<file path="src/rob_consts.svh">
// **********************************************************************
// Sizing for the banked reorder buffer
// Bank count also sets the push and commit width
// Depth is per bank, so the buffer holds ROB_BANKS * ROB_DEPTH entries
// **********************************************************************

`ifndef ROB_CONSTS_SVH
`define ROB_CONSTS_SVH

// Bank count, log2 and plain
`define ROB_P_BANKS 1
`define ROB_BANKS (1 << `ROB_P_BANKS)

// Slots per bank, log2 and plain
`define ROB_P_DEPTH 3
`define ROB_DEPTH (1 << `ROB_P_DEPTH)

// Writeback ports into the buffer
`define ROB_WB_PORTS 2

// Field widths
`define ROB_PC_W 32
`define ROB_LRF_AW 5
`define ROB_PRF_AW 6
`define ROB_DW 32

`endif

</file>
<file path="src/rob_entry_pkg.sv">
// **********************************************************************
// Types written at dispatch: entry tags and the instruction record
// One lane per bank on the push side
// **********************************************************************

`default_nettype none

`include "rob_consts.svh"

package rob_entry_pkg;

   typedef logic [`ROB_P_BANKS-1:0] rob_bank_t;
   typedef logic [`ROB_P_DEPTH-1:0] rob_slot_t;

   // Names one entry in the buffer
   typedef struct packed {
      rob_bank_t bank;
      rob_slot_t slot;
   } rob_tag_t;

   // Dispatched instruction record
   typedef struct packed {
      logic [`ROB_PC_W-1:0]   pc;
      logic [`ROB_LRF_AW-1:0] lrd;
      logic [`ROB_PRF_AW-1:0] prd;
      logic                   prd_we;
   } rob_entry_t;

   // Lane 0 is the oldest
   typedef rob_entry_t [`ROB_BANKS-1:0] rob_lanes_t;

endpackage

`default_nettype wire

</file>
<file path="src/rob_result_pkg.sv">
// **********************************************************************
// Types written back by execution and presented at commit
// Flush target is only meaningful when fls is set
// **********************************************************************

`default_nettype none

`include "rob_consts.svh"

package rob_result_pkg;
   import rob_entry_pkg::*;

   typedef struct packed {
      logic                 fls;
      logic                 exc;
      logic [`ROB_DW-1:0]   value;
      logic [`ROB_PC_W-1:0] fls_tgt;
   } rob_result_t;

   // One writeback port
   typedef struct packed {
      logic        valid;
      rob_tag_t    tag;
      rob_result_t res;
   } rob_wb_t;

   typedef struct packed {
      rob_entry_t  entry;
      rob_result_t res;
   } rob_cmt_t;

   // Oldest entry of one bank
   typedef struct packed {
      logic        valid;
      logic        done;
      rob_entry_t  entry;
      rob_result_t res;
   } rob_head_t;

endpackage

`default_nettype wire

</file>
<file path="src/rob_dispatch.sv">
// **********************************************************************
// Dispatch side of the reorder buffer
// Push lanes are taken in program order, lane 0 first
// rob_push_size must not exceed the bank count
// rob_free and rob_ready are combinational from bank state
// **********************************************************************

`default_nettype none

`include "rob_consts.svh"

module rob_dispatch
   import rob_entry_pkg::*;
(
   input  logic                    clk,
   input  logic                    rst_n,
   input  logic                    flush,
   input  logic [`ROB_P_BANKS:0]   rob_push_size,
   input  rob_lanes_t              rob_push,
   input  rob_slot_t               bank_wptr     [`ROB_BANKS],
   input  logic [`ROB_BANKS-1:0]   bank_not_full,
   output logic                    rob_ready,
   output rob_tag_t                rob_free      [`ROB_BANKS],
   output logic [`ROB_BANKS-1:0]   bank_push,
   output rob_entry_t              bank_entry    [`ROB_BANKS]
);

   // Bank that receives the next lane 0
   rob_bank_t tail_q;

   for (genvar b = 0; b < `ROB_BANKS; b++)
   begin : g_lane
      rob_bank_t lane;
      rob_bank_t free_bank;

      // Lane feeding bank b
      assign lane          = rob_bank_t'(b) - tail_q;
      assign bank_push[b]  = ({1'b0, lane} < rob_push_size);
      assign bank_entry[b] = rob_push[lane];

      // Tag that lane b gets on the next push
      assign free_bank   = tail_q + rob_bank_t'(b);
      assign rob_free[b] = '{bank: free_bank, slot: bank_wptr[free_bank]};
   end

   // Every bank can take one more entry
   assign rob_ready = &bank_not_full;

   always_ff @(posedge clk)
   begin
      if (!rst_n || flush)
         tail_q <= '0;
      else
         tail_q <= tail_q + rob_push_size[`ROB_P_BANKS-1:0];
   end

   // Issue must hold off while any bank is full
   a_push_ready : assert property (
      @(posedge clk) disable iff (!rst_n)
      (!flush && rob_push_size != '0) |-> rob_ready
   );

endmodule

`default_nettype wire

</file>
<file path="src/rob_bank.sv">
// **********************************************************************
// One bank of the reorder buffer, a first-word-fall-through queue
// Head is valid combinationally once an entry is stored
// Writeback ports whose tag names another bank are ignored here
// Flush drops all entries and tags of the bank
// **********************************************************************

`default_nettype none

`include "rob_consts.svh"

module rob_bank
   import rob_entry_pkg::*;
   import rob_result_pkg::*;
#(
   parameter int BANK_ID = 0
)
(
   input  logic       clk,
   input  logic       rst_n,
   input  logic       flush,
   input  logic       push,
   input  rob_entry_t entry,
   input  logic       pop,
   input  rob_wb_t    wb       [`ROB_WB_PORTS],
   output rob_slot_t  wptr,
   output logic       not_full,
   output rob_head_t  head
);

   // Pointers carry one extra wrap bit
   logic [`ROB_P_DEPTH:0]     rptr_q;
   logic [`ROB_P_DEPTH:0]     wptr_q;
   rob_slot_t                 raddr;
   rob_slot_t                 waddr;
   logic                      empty;

   // Slot tags
   logic [`ROB_DEPTH-1:0]     done_q;
   logic [`ROB_DEPTH-1:0]     fls_q;
   logic [`ROB_DEPTH-1:0]     exc_q;

   // Payload storage
   rob_entry_t                ent_mem [`ROB_DEPTH];
   logic [`ROB_DW-1:0]        val_mem [`ROB_DEPTH];
   logic [`ROB_PC_W-1:0]      tgt_mem [`ROB_DEPTH];

   logic [`ROB_WB_PORTS-1:0]  wb_hit;
   logic                      wb_dup;

   assign raddr    = rptr_q[`ROB_P_DEPTH-1:0];
   assign waddr    = wptr_q[`ROB_P_DEPTH-1:0];
   assign empty    = (rptr_q == wptr_q);
   assign not_full = !((rptr_q[`ROB_P_DEPTH] != wptr_q[`ROB_P_DEPTH]) && (raddr == waddr));
   assign wptr     = waddr;

   // Ports aimed at this bank
   for (genvar p = 0; p < `ROB_WB_PORTS; p++)
   begin : g_wb_sel
      assign wb_hit[p] = wb[p].valid && (wb[p].tag.bank == rob_bank_t'(BANK_ID));
   end

   always_comb
   begin
      wb_dup = 1'b0;
      for (int i = 0; i < `ROB_WB_PORTS; i++)
         for (int j = i + 1; j < `ROB_WB_PORTS; j++)
            if (wb_hit[i] && wb_hit[j] && (wb[i].tag.slot == wb[j].tag.slot))
               wb_dup = 1'b1;
   end

   always_ff @(posedge clk)
   begin
      if (!rst_n || flush)
      begin
         rptr_q <= '0;
         wptr_q <= '0;
         done_q <= '0;
         fls_q  <= '0;
         exc_q  <= '0;
      end
      else
      begin
         // New entry starts with clean tags
         if (push)
         begin
            wptr_q        <= wptr_q + 1'b1;
            done_q[waddr] <= 1'b0;
            fls_q[waddr]  <= 1'b0;
            exc_q[waddr]  <= 1'b0;
         end
         if (pop)
            rptr_q <= rptr_q + 1'b1;
         for (int p = 0; p < `ROB_WB_PORTS; p++)
         begin
            if (wb_hit[p])
            begin
               done_q[wb[p].tag.slot] <= 1'b1;
               fls_q[wb[p].tag.slot]  <= wb[p].res.fls;
               exc_q[wb[p].tag.slot]  <= wb[p].res.exc;
            end
         end
      end
   end

   always_ff @(posedge clk)
   begin
      if (push)
         ent_mem[waddr] <= entry;
      for (int p = 0; p < `ROB_WB_PORTS; p++)
      begin
         if (wb_hit[p])
         begin
            val_mem[wb[p].tag.slot] <= wb[p].res.value;
            tgt_mem[wb[p].tag.slot] <= wb[p].res.fls_tgt;
         end
      end
   end

   // Oldest entry, read straight from storage
   assign head = '{
      valid: !empty,
      done:  done_q[raddr],
      entry: ent_mem[raddr],
      res:   '{fls: fls_q[raddr], exc: exc_q[raddr],
               value: val_mem[raddr], fls_tgt: tgt_mem[raddr]}
   };

   a_no_overflow : assert property (
      @(posedge clk) disable iff (!rst_n || flush) push |-> not_full
   );

   a_no_underflow : assert property (
      @(posedge clk) disable iff (!rst_n || flush) pop |-> !empty
   );

   // Execution never finishes one entry twice in a cycle
   a_wb_unique : assert property (
      @(posedge clk) disable iff (!rst_n || flush) !wb_dup
   );

endmodule

`default_nettype wire

</file>
<file path="src/rob_commit.sv">
// **********************************************************************
// Commit side of the reorder buffer
// Lane k shows the head of bank (head + k) mod bank count
// A lane is valid only if it and every older lane are done
// cmt_pop_size must not exceed the number of valid lanes
// **********************************************************************

`default_nettype none

`include "rob_consts.svh"

module rob_commit
   import rob_entry_pkg::*;
   import rob_result_pkg::*;
(
   input  logic                   clk,
   input  logic                   rst_n,
   input  logic                   flush,
   input  rob_head_t              bank_head    [`ROB_BANKS],
   input  logic [`ROB_P_BANKS:0]  cmt_pop_size,
   output logic [`ROB_BANKS-1:0]  cmt_valid,
   output rob_cmt_t               cmt          [`ROB_BANKS],
   output logic [`ROB_BANKS-1:0]  bank_pop
);

   // Bank holding the oldest entry
   rob_bank_t             head_q;
   logic [`ROB_BANKS-1:0] ent_ready;

   for (genvar k = 0; k < `ROB_BANKS; k++)
   begin : g_lane
      rob_bank_t src;
      rob_bank_t lane;

      // Bank to lane
      assign src          = head_q + rob_bank_t'(k);
      assign cmt[k]       = '{entry: bank_head[src].entry, res: bank_head[src].res};
      assign ent_ready[k] = bank_head[src].valid && bank_head[src].done;

      // Lane to bank, for the pop strobe of bank k
      assign lane        = rob_bank_t'(k) - head_q;
      assign bank_pop[k] = ({1'b0, lane} < cmt_pop_size);
   end

   // Valid chain keeps commit in order
   always_comb
   begin
      cmt_valid[0] = ent_ready[0];
      for (int k = 1; k < `ROB_BANKS; k++)
         cmt_valid[k] = cmt_valid[k-1] && ent_ready[k];
   end

   always_ff @(posedge clk)
   begin
      if (!rst_n || flush)
         head_q <= '0;
      else
         head_q <= head_q + cmt_pop_size[`ROB_P_BANKS-1:0];
   end

   // Core may only retire what the banks report as done
   a_pop_valid : assert property (
      @(posedge clk) disable iff (!rst_n || flush)
      cmt_pop_size <= ($countones(cmt_valid))
   );

endmodule

`default_nettype wire

</file>
<file path="src/rob_top.sv">
// **********************************************************************
// Banked reorder buffer top level
// Writeback is never back-pressured
// Flush in a cycle overrides push, writeback and pop
// **********************************************************************

`default_nettype none

`include "rob_consts.svh"

module rob_top
   import rob_entry_pkg::*;
   import rob_result_pkg::*;
(
   input  logic                   clk,
   input  logic                   rst_n,
   input  logic                   flush,
   input  logic [`ROB_P_BANKS:0]  rob_push_size,
   input  rob_lanes_t             rob_push,
   output logic                   rob_ready,
   output rob_tag_t               rob_free     [`ROB_BANKS],
   input  rob_wb_t                wb           [`ROB_WB_PORTS],
   output logic [`ROB_BANKS-1:0]  cmt_valid,
   output rob_cmt_t               cmt          [`ROB_BANKS],
   input  logic [`ROB_P_BANKS:0]  cmt_pop_size
);

   rob_slot_t             bank_wptr     [`ROB_BANKS];
   logic [`ROB_BANKS-1:0] bank_not_full;
   logic [`ROB_BANKS-1:0] bank_push;
   rob_entry_t            bank_entry    [`ROB_BANKS];
   logic [`ROB_BANKS-1:0] bank_pop;
   rob_head_t             bank_head     [`ROB_BANKS];

   rob_dispatch u_dispatch (
      .clk           (clk),
      .rst_n         (rst_n),
      .flush         (flush),
      .rob_push_size (rob_push_size),
      .rob_push      (rob_push),
      .bank_wptr     (bank_wptr),
      .bank_not_full (bank_not_full),
      .rob_ready     (rob_ready),
      .rob_free      (rob_free),
      .bank_push     (bank_push),
      .bank_entry    (bank_entry)
   );

   for (genvar b = 0; b < `ROB_BANKS; b++)
   begin : g_bank
      rob_bank #(
         .BANK_ID (b)
      ) u_bank (
         .clk      (clk),
         .rst_n    (rst_n),
         .flush    (flush),
         .push     (bank_push[b]),
         .entry    (bank_entry[b]),
         .pop      (bank_pop[b]),
         .wb       (wb),
         .wptr     (bank_wptr[b]),
         .not_full (bank_not_full[b]),
         .head     (bank_head[b])
      );
   end

   rob_commit u_commit (
      .clk          (clk),
      .rst_n        (rst_n),
      .flush        (flush),
      .bank_head    (bank_head),
      .cmt_pop_size (cmt_pop_size),
      .cmt_valid    (cmt_valid),
      .cmt          (cmt),
      .bank_pop     (bank_pop)
   );

endmodule

`default_nettype wire

</file>
<file path="config.mk">
export PLATFORM = sky130hd
export DESIGN_NAME = rob_top
export DESIGN_NICKNAME = d
export VERILOG_FILES = /design/src/rob_entry_pkg.sv /design/src/rob_result_pkg.sv /design/src/rob_dispatch.sv /design/src/rob_bank.sv /design/src/rob_commit.sv /design/src/rob_top.sv
export VERILOG_INCLUDE_DIRS = /design/src /design/src/src
export SDC_FILE = /design/constraint.sdc
export NUM_CORES = 2
export LEC_CHECK = 0
export ABC_AREA = 1
export BUFFER_PORTS_ARGS = -buffer_cell sky130_fd_sc_hd__buf_2
export CAP_MARGIN = 20
export CORE_ASPECT_RATIO = 0.9
export CORE_MARGIN = 8
export CORE_UTILIZATION = 29
export CTS_CLUSTER_SIZE = 8
export DETAILED_ROUTE_END_ITERATION = 10
export HOLD_SLACK_MARGIN = 0.12
export SYNTH_ARGS = -nofsm -noshare
export SYNTH_HDL_FRONTEND = slang
export SYNTH_SLANG_ARGS = --single-unit
export TNS_END_PERCENT = 5
</file>
<file path="constraint.sdc">
create_clock -name clk -period 12.6 [get_ports clk]
set_input_delay 2.52 -clock clk [delete_from_list [all_inputs] [get_ports clk]]
set_output_delay 2.52 -clock clk [all_outputs]
set_load 0.02 [all_outputs]
</file>
* After elaboration in Yosys (flattened, before gate mapping)
Memories as Yosys holds them, arrays and structs flattened. A register that Yosys moved wholly into a read port is not among the register bits.
Cells that the tools add are included.
** Storage, ports and cells
- Flip-flop bits (word level) :: 66
- RAM bits :: 1728
- Input port bits :: 237
- Output and inout port bits :: 231
- Word-level logic and storage cells :: 192
- Memories kept :: 6
** Cells by class
- Add/subtract/negate cells :: 12
- Order comparisons :: 20
- Eq/ne operators :: 6
- Muxes and demuxes :: 98
- Bitwise logic cells :: 18
- Reduce and logical (&&, ||, !) cells :: 20
** Memories
- g_bank[0].u_bank.ent_mem :: depth 8, width 44, rd ports 1, clocked after memory_dff 1, write ports 1, line rob_bank.sv:44 : rob_entry_t ent_mem [`ROB_DEPTH];
- g_bank[1].u_bank.ent_mem :: depth 8, width 44, rd ports 1, clocked after memory_dff 1, write ports 1, line rob_bank.sv:44
- g_bank[0].u_bank.tgt_mem :: depth 8, width 32, rd ports 1, clocked after memory_dff 1, write ports 2, line rob_bank.sv:46 : logic [`ROB_PC_W-1:0] tgt_mem [`ROB_DEPTH];
- g_bank[0].u_bank.val_mem :: depth 8, width 32, rd ports 1, clocked after memory_dff 1, write ports 2, line rob_bank.sv:45 : logic [`ROB_DW-1:0] val_mem [`ROB_DEPTH];
- g_bank[1].u_bank.tgt_mem :: depth 8, width 32, rd ports 1, clocked after memory_dff 1, write ports 2, line rob_bank.sv:46
- g_bank[1].u_bank.val_mem :: depth 8, width 32, rd ports 1, clocked after memory_dff 1, write ports 2, line rob_bank.sv:45
** Operator list (number)
- two-way mux 112 bit :: 6
- two-way mux 8 bit :: 30
- two-way mux 44 bit :: 4
- bitwise mux 8 bit :: 8
- two-way mux 3 bit :: 18
- AND 8 bit :: 6
- bitwise OR 8 bit :: 4
- less-than comparator 3 x 4 -> 1 bit, second input constant :: 6
- two-way mux 1 bit :: 22
- binary-select mux 1 bit (select 3 bit) :: 6
- adder 4 x 1 -> 4 bit, second input constant :: 4
- inverter 8 bit :: 2
- logical AND 1 bit :: 13
- demux 1 bit (select 3 bit) :: 4
- >= comparator 3 x 1 -> 1 bit, second input constant :: 4
- equality test 4 bit :: 2
- >= comparator 2 bit, second input constant :: 4
- less-than comparator 1 x 2 -> 1 bit :: 4
- inverter 1 -> 2 bit :: 4
- equality test 3 bit :: 2
- zero test 1 bit :: 5
- less-than comparator 1 x 2 -> 1 bit, second input constant :: 2
- subtractor 1 bit, first input constant :: 4
- adder 1 bit :: 2
- 5 further kinds :: 8

* Longest topological paths before layout
- Depth in word-level cells :: 13
- Mapped depth :: 10

* Modules after synthesis
From an unflattened synthesis, not the netlist that was laid out.
** Unflattened totals
- Cell total of the unflattened synthesis :: 9707
- Area total of the unflattened synthesis :: 87286.2 um^2
** By module, submodules not included
- rob_bank at g_bank[1].u_bank :: times used 1, cells each 4441, area an instance 41688.7 um^2
- rob_bank at g_bank[0].u_bank :: times used 1, cells each 4228, area an instance 41312.1 um^2
- rob_commit :: times used 1, cells each 722, area an instance 2969.1 um^2
- rob_dispatch :: times used 1, cells each 316, area an instance 1316.3 um^2

* Least setup slack after synthesis
OpenSTA, ideal clock, no wires.
- Path kind :: in2reg
- From :: input port rob_push_size[0]
- To :: register g_bank[1].u_bank.wptr_q[3]
- Setup time :: 125 ps
- Arrival :: 6588 ps
- Data required time :: 12475 ps
- Slack :: 5887 ps
- Cell stages on the path :: 6
- Buffers on the path :: 0
- Cell sequence :: ha_1 nor2_1 nor3_1 inv_1 o21ai_0 a21oi_1
** Between the ends
- Word-level cells in the longest chain between the ends :: 1
** Ends and longest elaborated chain
- start, declared :: line rob_top.sv:18 : input logic [`ROB_P_BANKS:0] rob_push_size,
- less-than comparator 1 x 2 -> 1 bit :: line rob_dispatch.sv:38 : assign bank_push[b] = ({1'b0, lane} < rob_push_size);
- end signal, assigned :: line rob_bank.sv:87 : wptr_q <= wptr_q + 1'b1;
- end, declared :: line rob_bank.sv:33 : logic [`ROB_P_DEPTH:0] wptr_q;
No other way between the ends.
A chain may end at the register's enable or synchronous reset.

==> results.toml <==
[finish]
final_common_cell = "nor2_1"
layout_common_cells = "nor2_1 (1839), o21ai_0 (1766), edfxtp_1 (1728)"
layout.nets = 9586
syn_to_final_growth_pct = 14.79
drive_gt1_frac = 0.1040

[clocking]
cts_buffers = 266
cts_setup_buffers = 0
clk_path_buf_depth = 4
clock_latency_ns = 0.89
path_clk_slew_ns = 0.05
cts-root-buf = "clkbuf_16"
clkSinkCount = 1800
tritoncts = "done"
htree_levels = 5
postCtsResizedCells = 0
cts_hold_buf = 0

[hold_path]
hold_end = "g_bank[1].u_bank.done_q[7]"
hold-path-cell-count = 2
min_from = "g_bank[1].u_bank.done_q[7]"
hold_class = "flip-flop to flip-flop"

[synthesis]
netlist_instances = 9236
syn_area_per_cell_um2 = 9.282
synth_seq_cells = 1800
synth_cell_types = 23
synth_warnings = 0
synthesis.nets = 9481
ys_seq_area_frac = 0.6221
mappedNetlistArea_um2 = 85730

[power_and_ir_drop]
peakVddDrop_v = 0.00009640
power_leakage_uw = 0.03485
p_per_area_nw_per_um2 = 152.4

[critical_path]
r2r.worst_path.cells = 9
rrSetupSlack_ns = 8.50
required_ns = 10.08
crit_cells = 8
cp.arrival_ns = 5.10
max_stage_delay_ns = 0.90
critPathLaunchType = "flip-flop"
critPathTopFamily = "buffers and inverters"
critPathBufInv = 4
critPathMaxFanout = 160
path_class = "flip-flop to output port"
r2r_start = "u_dispatch.tail_q"
crit_path_top_delay_cell = "buf_4"
cp_cell_sequence = "clkinv_8 -> buf_4 -> buf_4 -> o21ai_0 -> nand3_1 -> nand3_1 -> nand2_1 -> buf_2"
cp-end-kind = "output port"
r2r-end = "g_bank[0].u_bank.ent_mem[4][7]"

[timing]
grt_setup_unrepaired = "no"
finalCritPeriodShare = 0.6047
slew_headroom = 0.1616
whs_ns = 0.4636
setup_viol = 0
tns_ns = 0
worst_pin_slew_ns = 1.258
fmax_mhz = 131.2
final-hold-violation-count = 0
finalCriticalPeriod_ns = 7.619
maxSlewViolCount = 0
skew_ns = 0.03883

[routing]
drc = 0
ant_nets = 0
routed_wirelength_um = 313500
drtPass1Iterations = 8
dr.first_iter.drc_count = 8228
viasPerCell = 5.209
vias = 69410
drt-wirelength-per-cell_um = 23.53

[grt]
grt_util_all_layers = 0.1911
grt_pass1_vias = 63840
antenna_found_initial = 43
grt_first_pass_wirelength_um = 450500
overflow = 0
grt_max_degree = 170

[outcome]
status = "finished, final reports clean"

[floorplanning]
pin_count = 468
core_area_um2 = 294400
rows = 189
die_h_um = 531.8
fp.dieArea_um2 = 313300
start_util = 0.2912
dieWidth_um = 589.1

[flow_run]
max_cap_violations = 0

[place]
portBuffers = 467
hpwl_um = 180100
gp_congestion = 0.7969
cells in the mapped netlist:
library cell  count  area, um2
o21ai_0        1766       8838
clkbuf_1        385       1445
nand3_1         919       4599
edfxtp_1       1728      51890
inv_1           267       1002
nor2_4            1      11.26
nand2_2           1      6.260
inv_2             8      30.03
a21oi_1          65      325.3
nor3_1           12      60.06
inv_4             2      12.51
nand2_1        1459       5477
o21ai_1         293       1466
buf_4            34      255.2
dfxtp_1          72       1441
ha_1              8      100.1
clkinv_1          2      7.510
o211ai_1          6      45.04
nor2_2           10      62.56
nor2_1         1842       6914
buf_2           312       1562
buf_1            40      150.1
nand4_1           4      25.02
worst max path at each step:
| stage | slack, ns | endpoint |
|---|---|---|
| floorplan | 5.89 | g_bank[1].u_bank.wptr_q[3] |
| global placement | 6.00 | cmt[108] |
| detailed placement | 5.97 | cmt[109] |
| CTS | 5.02 | cmt[109] |
| global route | 4.71 | cmt[109] |
| finish | 4.98 | cmt[98] |
metal layers:
| layer | global-route usage | vias to the layer above | part of all wire |
|---|---|---|---|
| met5 | 0 | - | 0.000073 |
| met4 | 0.06705 | 4 | 0.035 |
| met3 | 0.03788 | 592 | 0.10 |
| met2 | 0.2960 | 3901 | 0.44 |
| met1 | 0.2662 | 33020 | 0.42 |
| li1 | - | 31900 | - |
power breakdown:
| part | switching, uW | leakage (uW) | total (uW) | internal, uW |
|---|---|---|---|---|
| sequential | 67.5 | 0.0163 | 6870 | 6810 |
| combinational | 1150 | 0.0150 | 1530 | 388 |
| clock | 2700 | 0.00359 | 6590 | 3890 |
worst min-delay path, cell delays in order, from the launching register on:
cell and delay (ns):
dfxtp_1 0.31, nand2_1 0.06, a21oi_1 0.05
layout make-up:
type	instances	area (um2)
Fill cell	29730	196000
Sequential cell	1800	53360
Multi-Input combinational cell	6386	28150
Clock buffer	288	6803
Tap cell	3915	4898
Timing Repair Buffer	608	3458
Inverter	279	1126
Clock inverter	33	573.1
Antenna cell	16	40.04
cells by family (layout without fill, tap and decap cells):
kind of cell               after synthesis  count (layout)  synth area share
adders and majority gates                8               8          0.001168
buffers and inverters                 1050            1208           0.05208
and+or+nand+nor                       4248            4248            0.2001
DFF                                   1800            1800            0.6221
AOI/OAI and AO/OA                     2130            2130            0.1245
other                                    0              16                 0
state kept, by name, summed over array words and instances (netlist names), named ones only:
register,cells
g_bank.u_bank.done_q,16
g_bank.u_bank.ent_mem,704
g_bank.u_bank.exc_q,16
g_bank.u_bank.fls_q,16
g_bank.u_bank.rptr_q,8
g_bank.u_bank.tgt_mem,512
g_bank.u_bank.val_mem,512
g_bank.u_bank.wptr_q,8
u_commit.head_q,1
u_dispatch.tail_q,1
metrics by stage:
step | utilization | cells | instance area [um2] | setup WS (ns) | power (uW)
floorplan | - | 9236 | 85730 | 5.887 | 7885
global placement | 0.3085 | 12970 | 90830 | 5.996 | 8478
detailed placement | 0.3087 | 12970 | 90880 | 5.969 | 8499
CTS | 0.3337 | 13290 | 98250 | 5.016 | 15080
global route | 0.3342 | 13320 | 98390 | 4.707 | 15480
finish | 0.3342 | 13330 | 98410 | 4.981 | 15000
No activity file was read; power rests on OpenSTA's default activity.
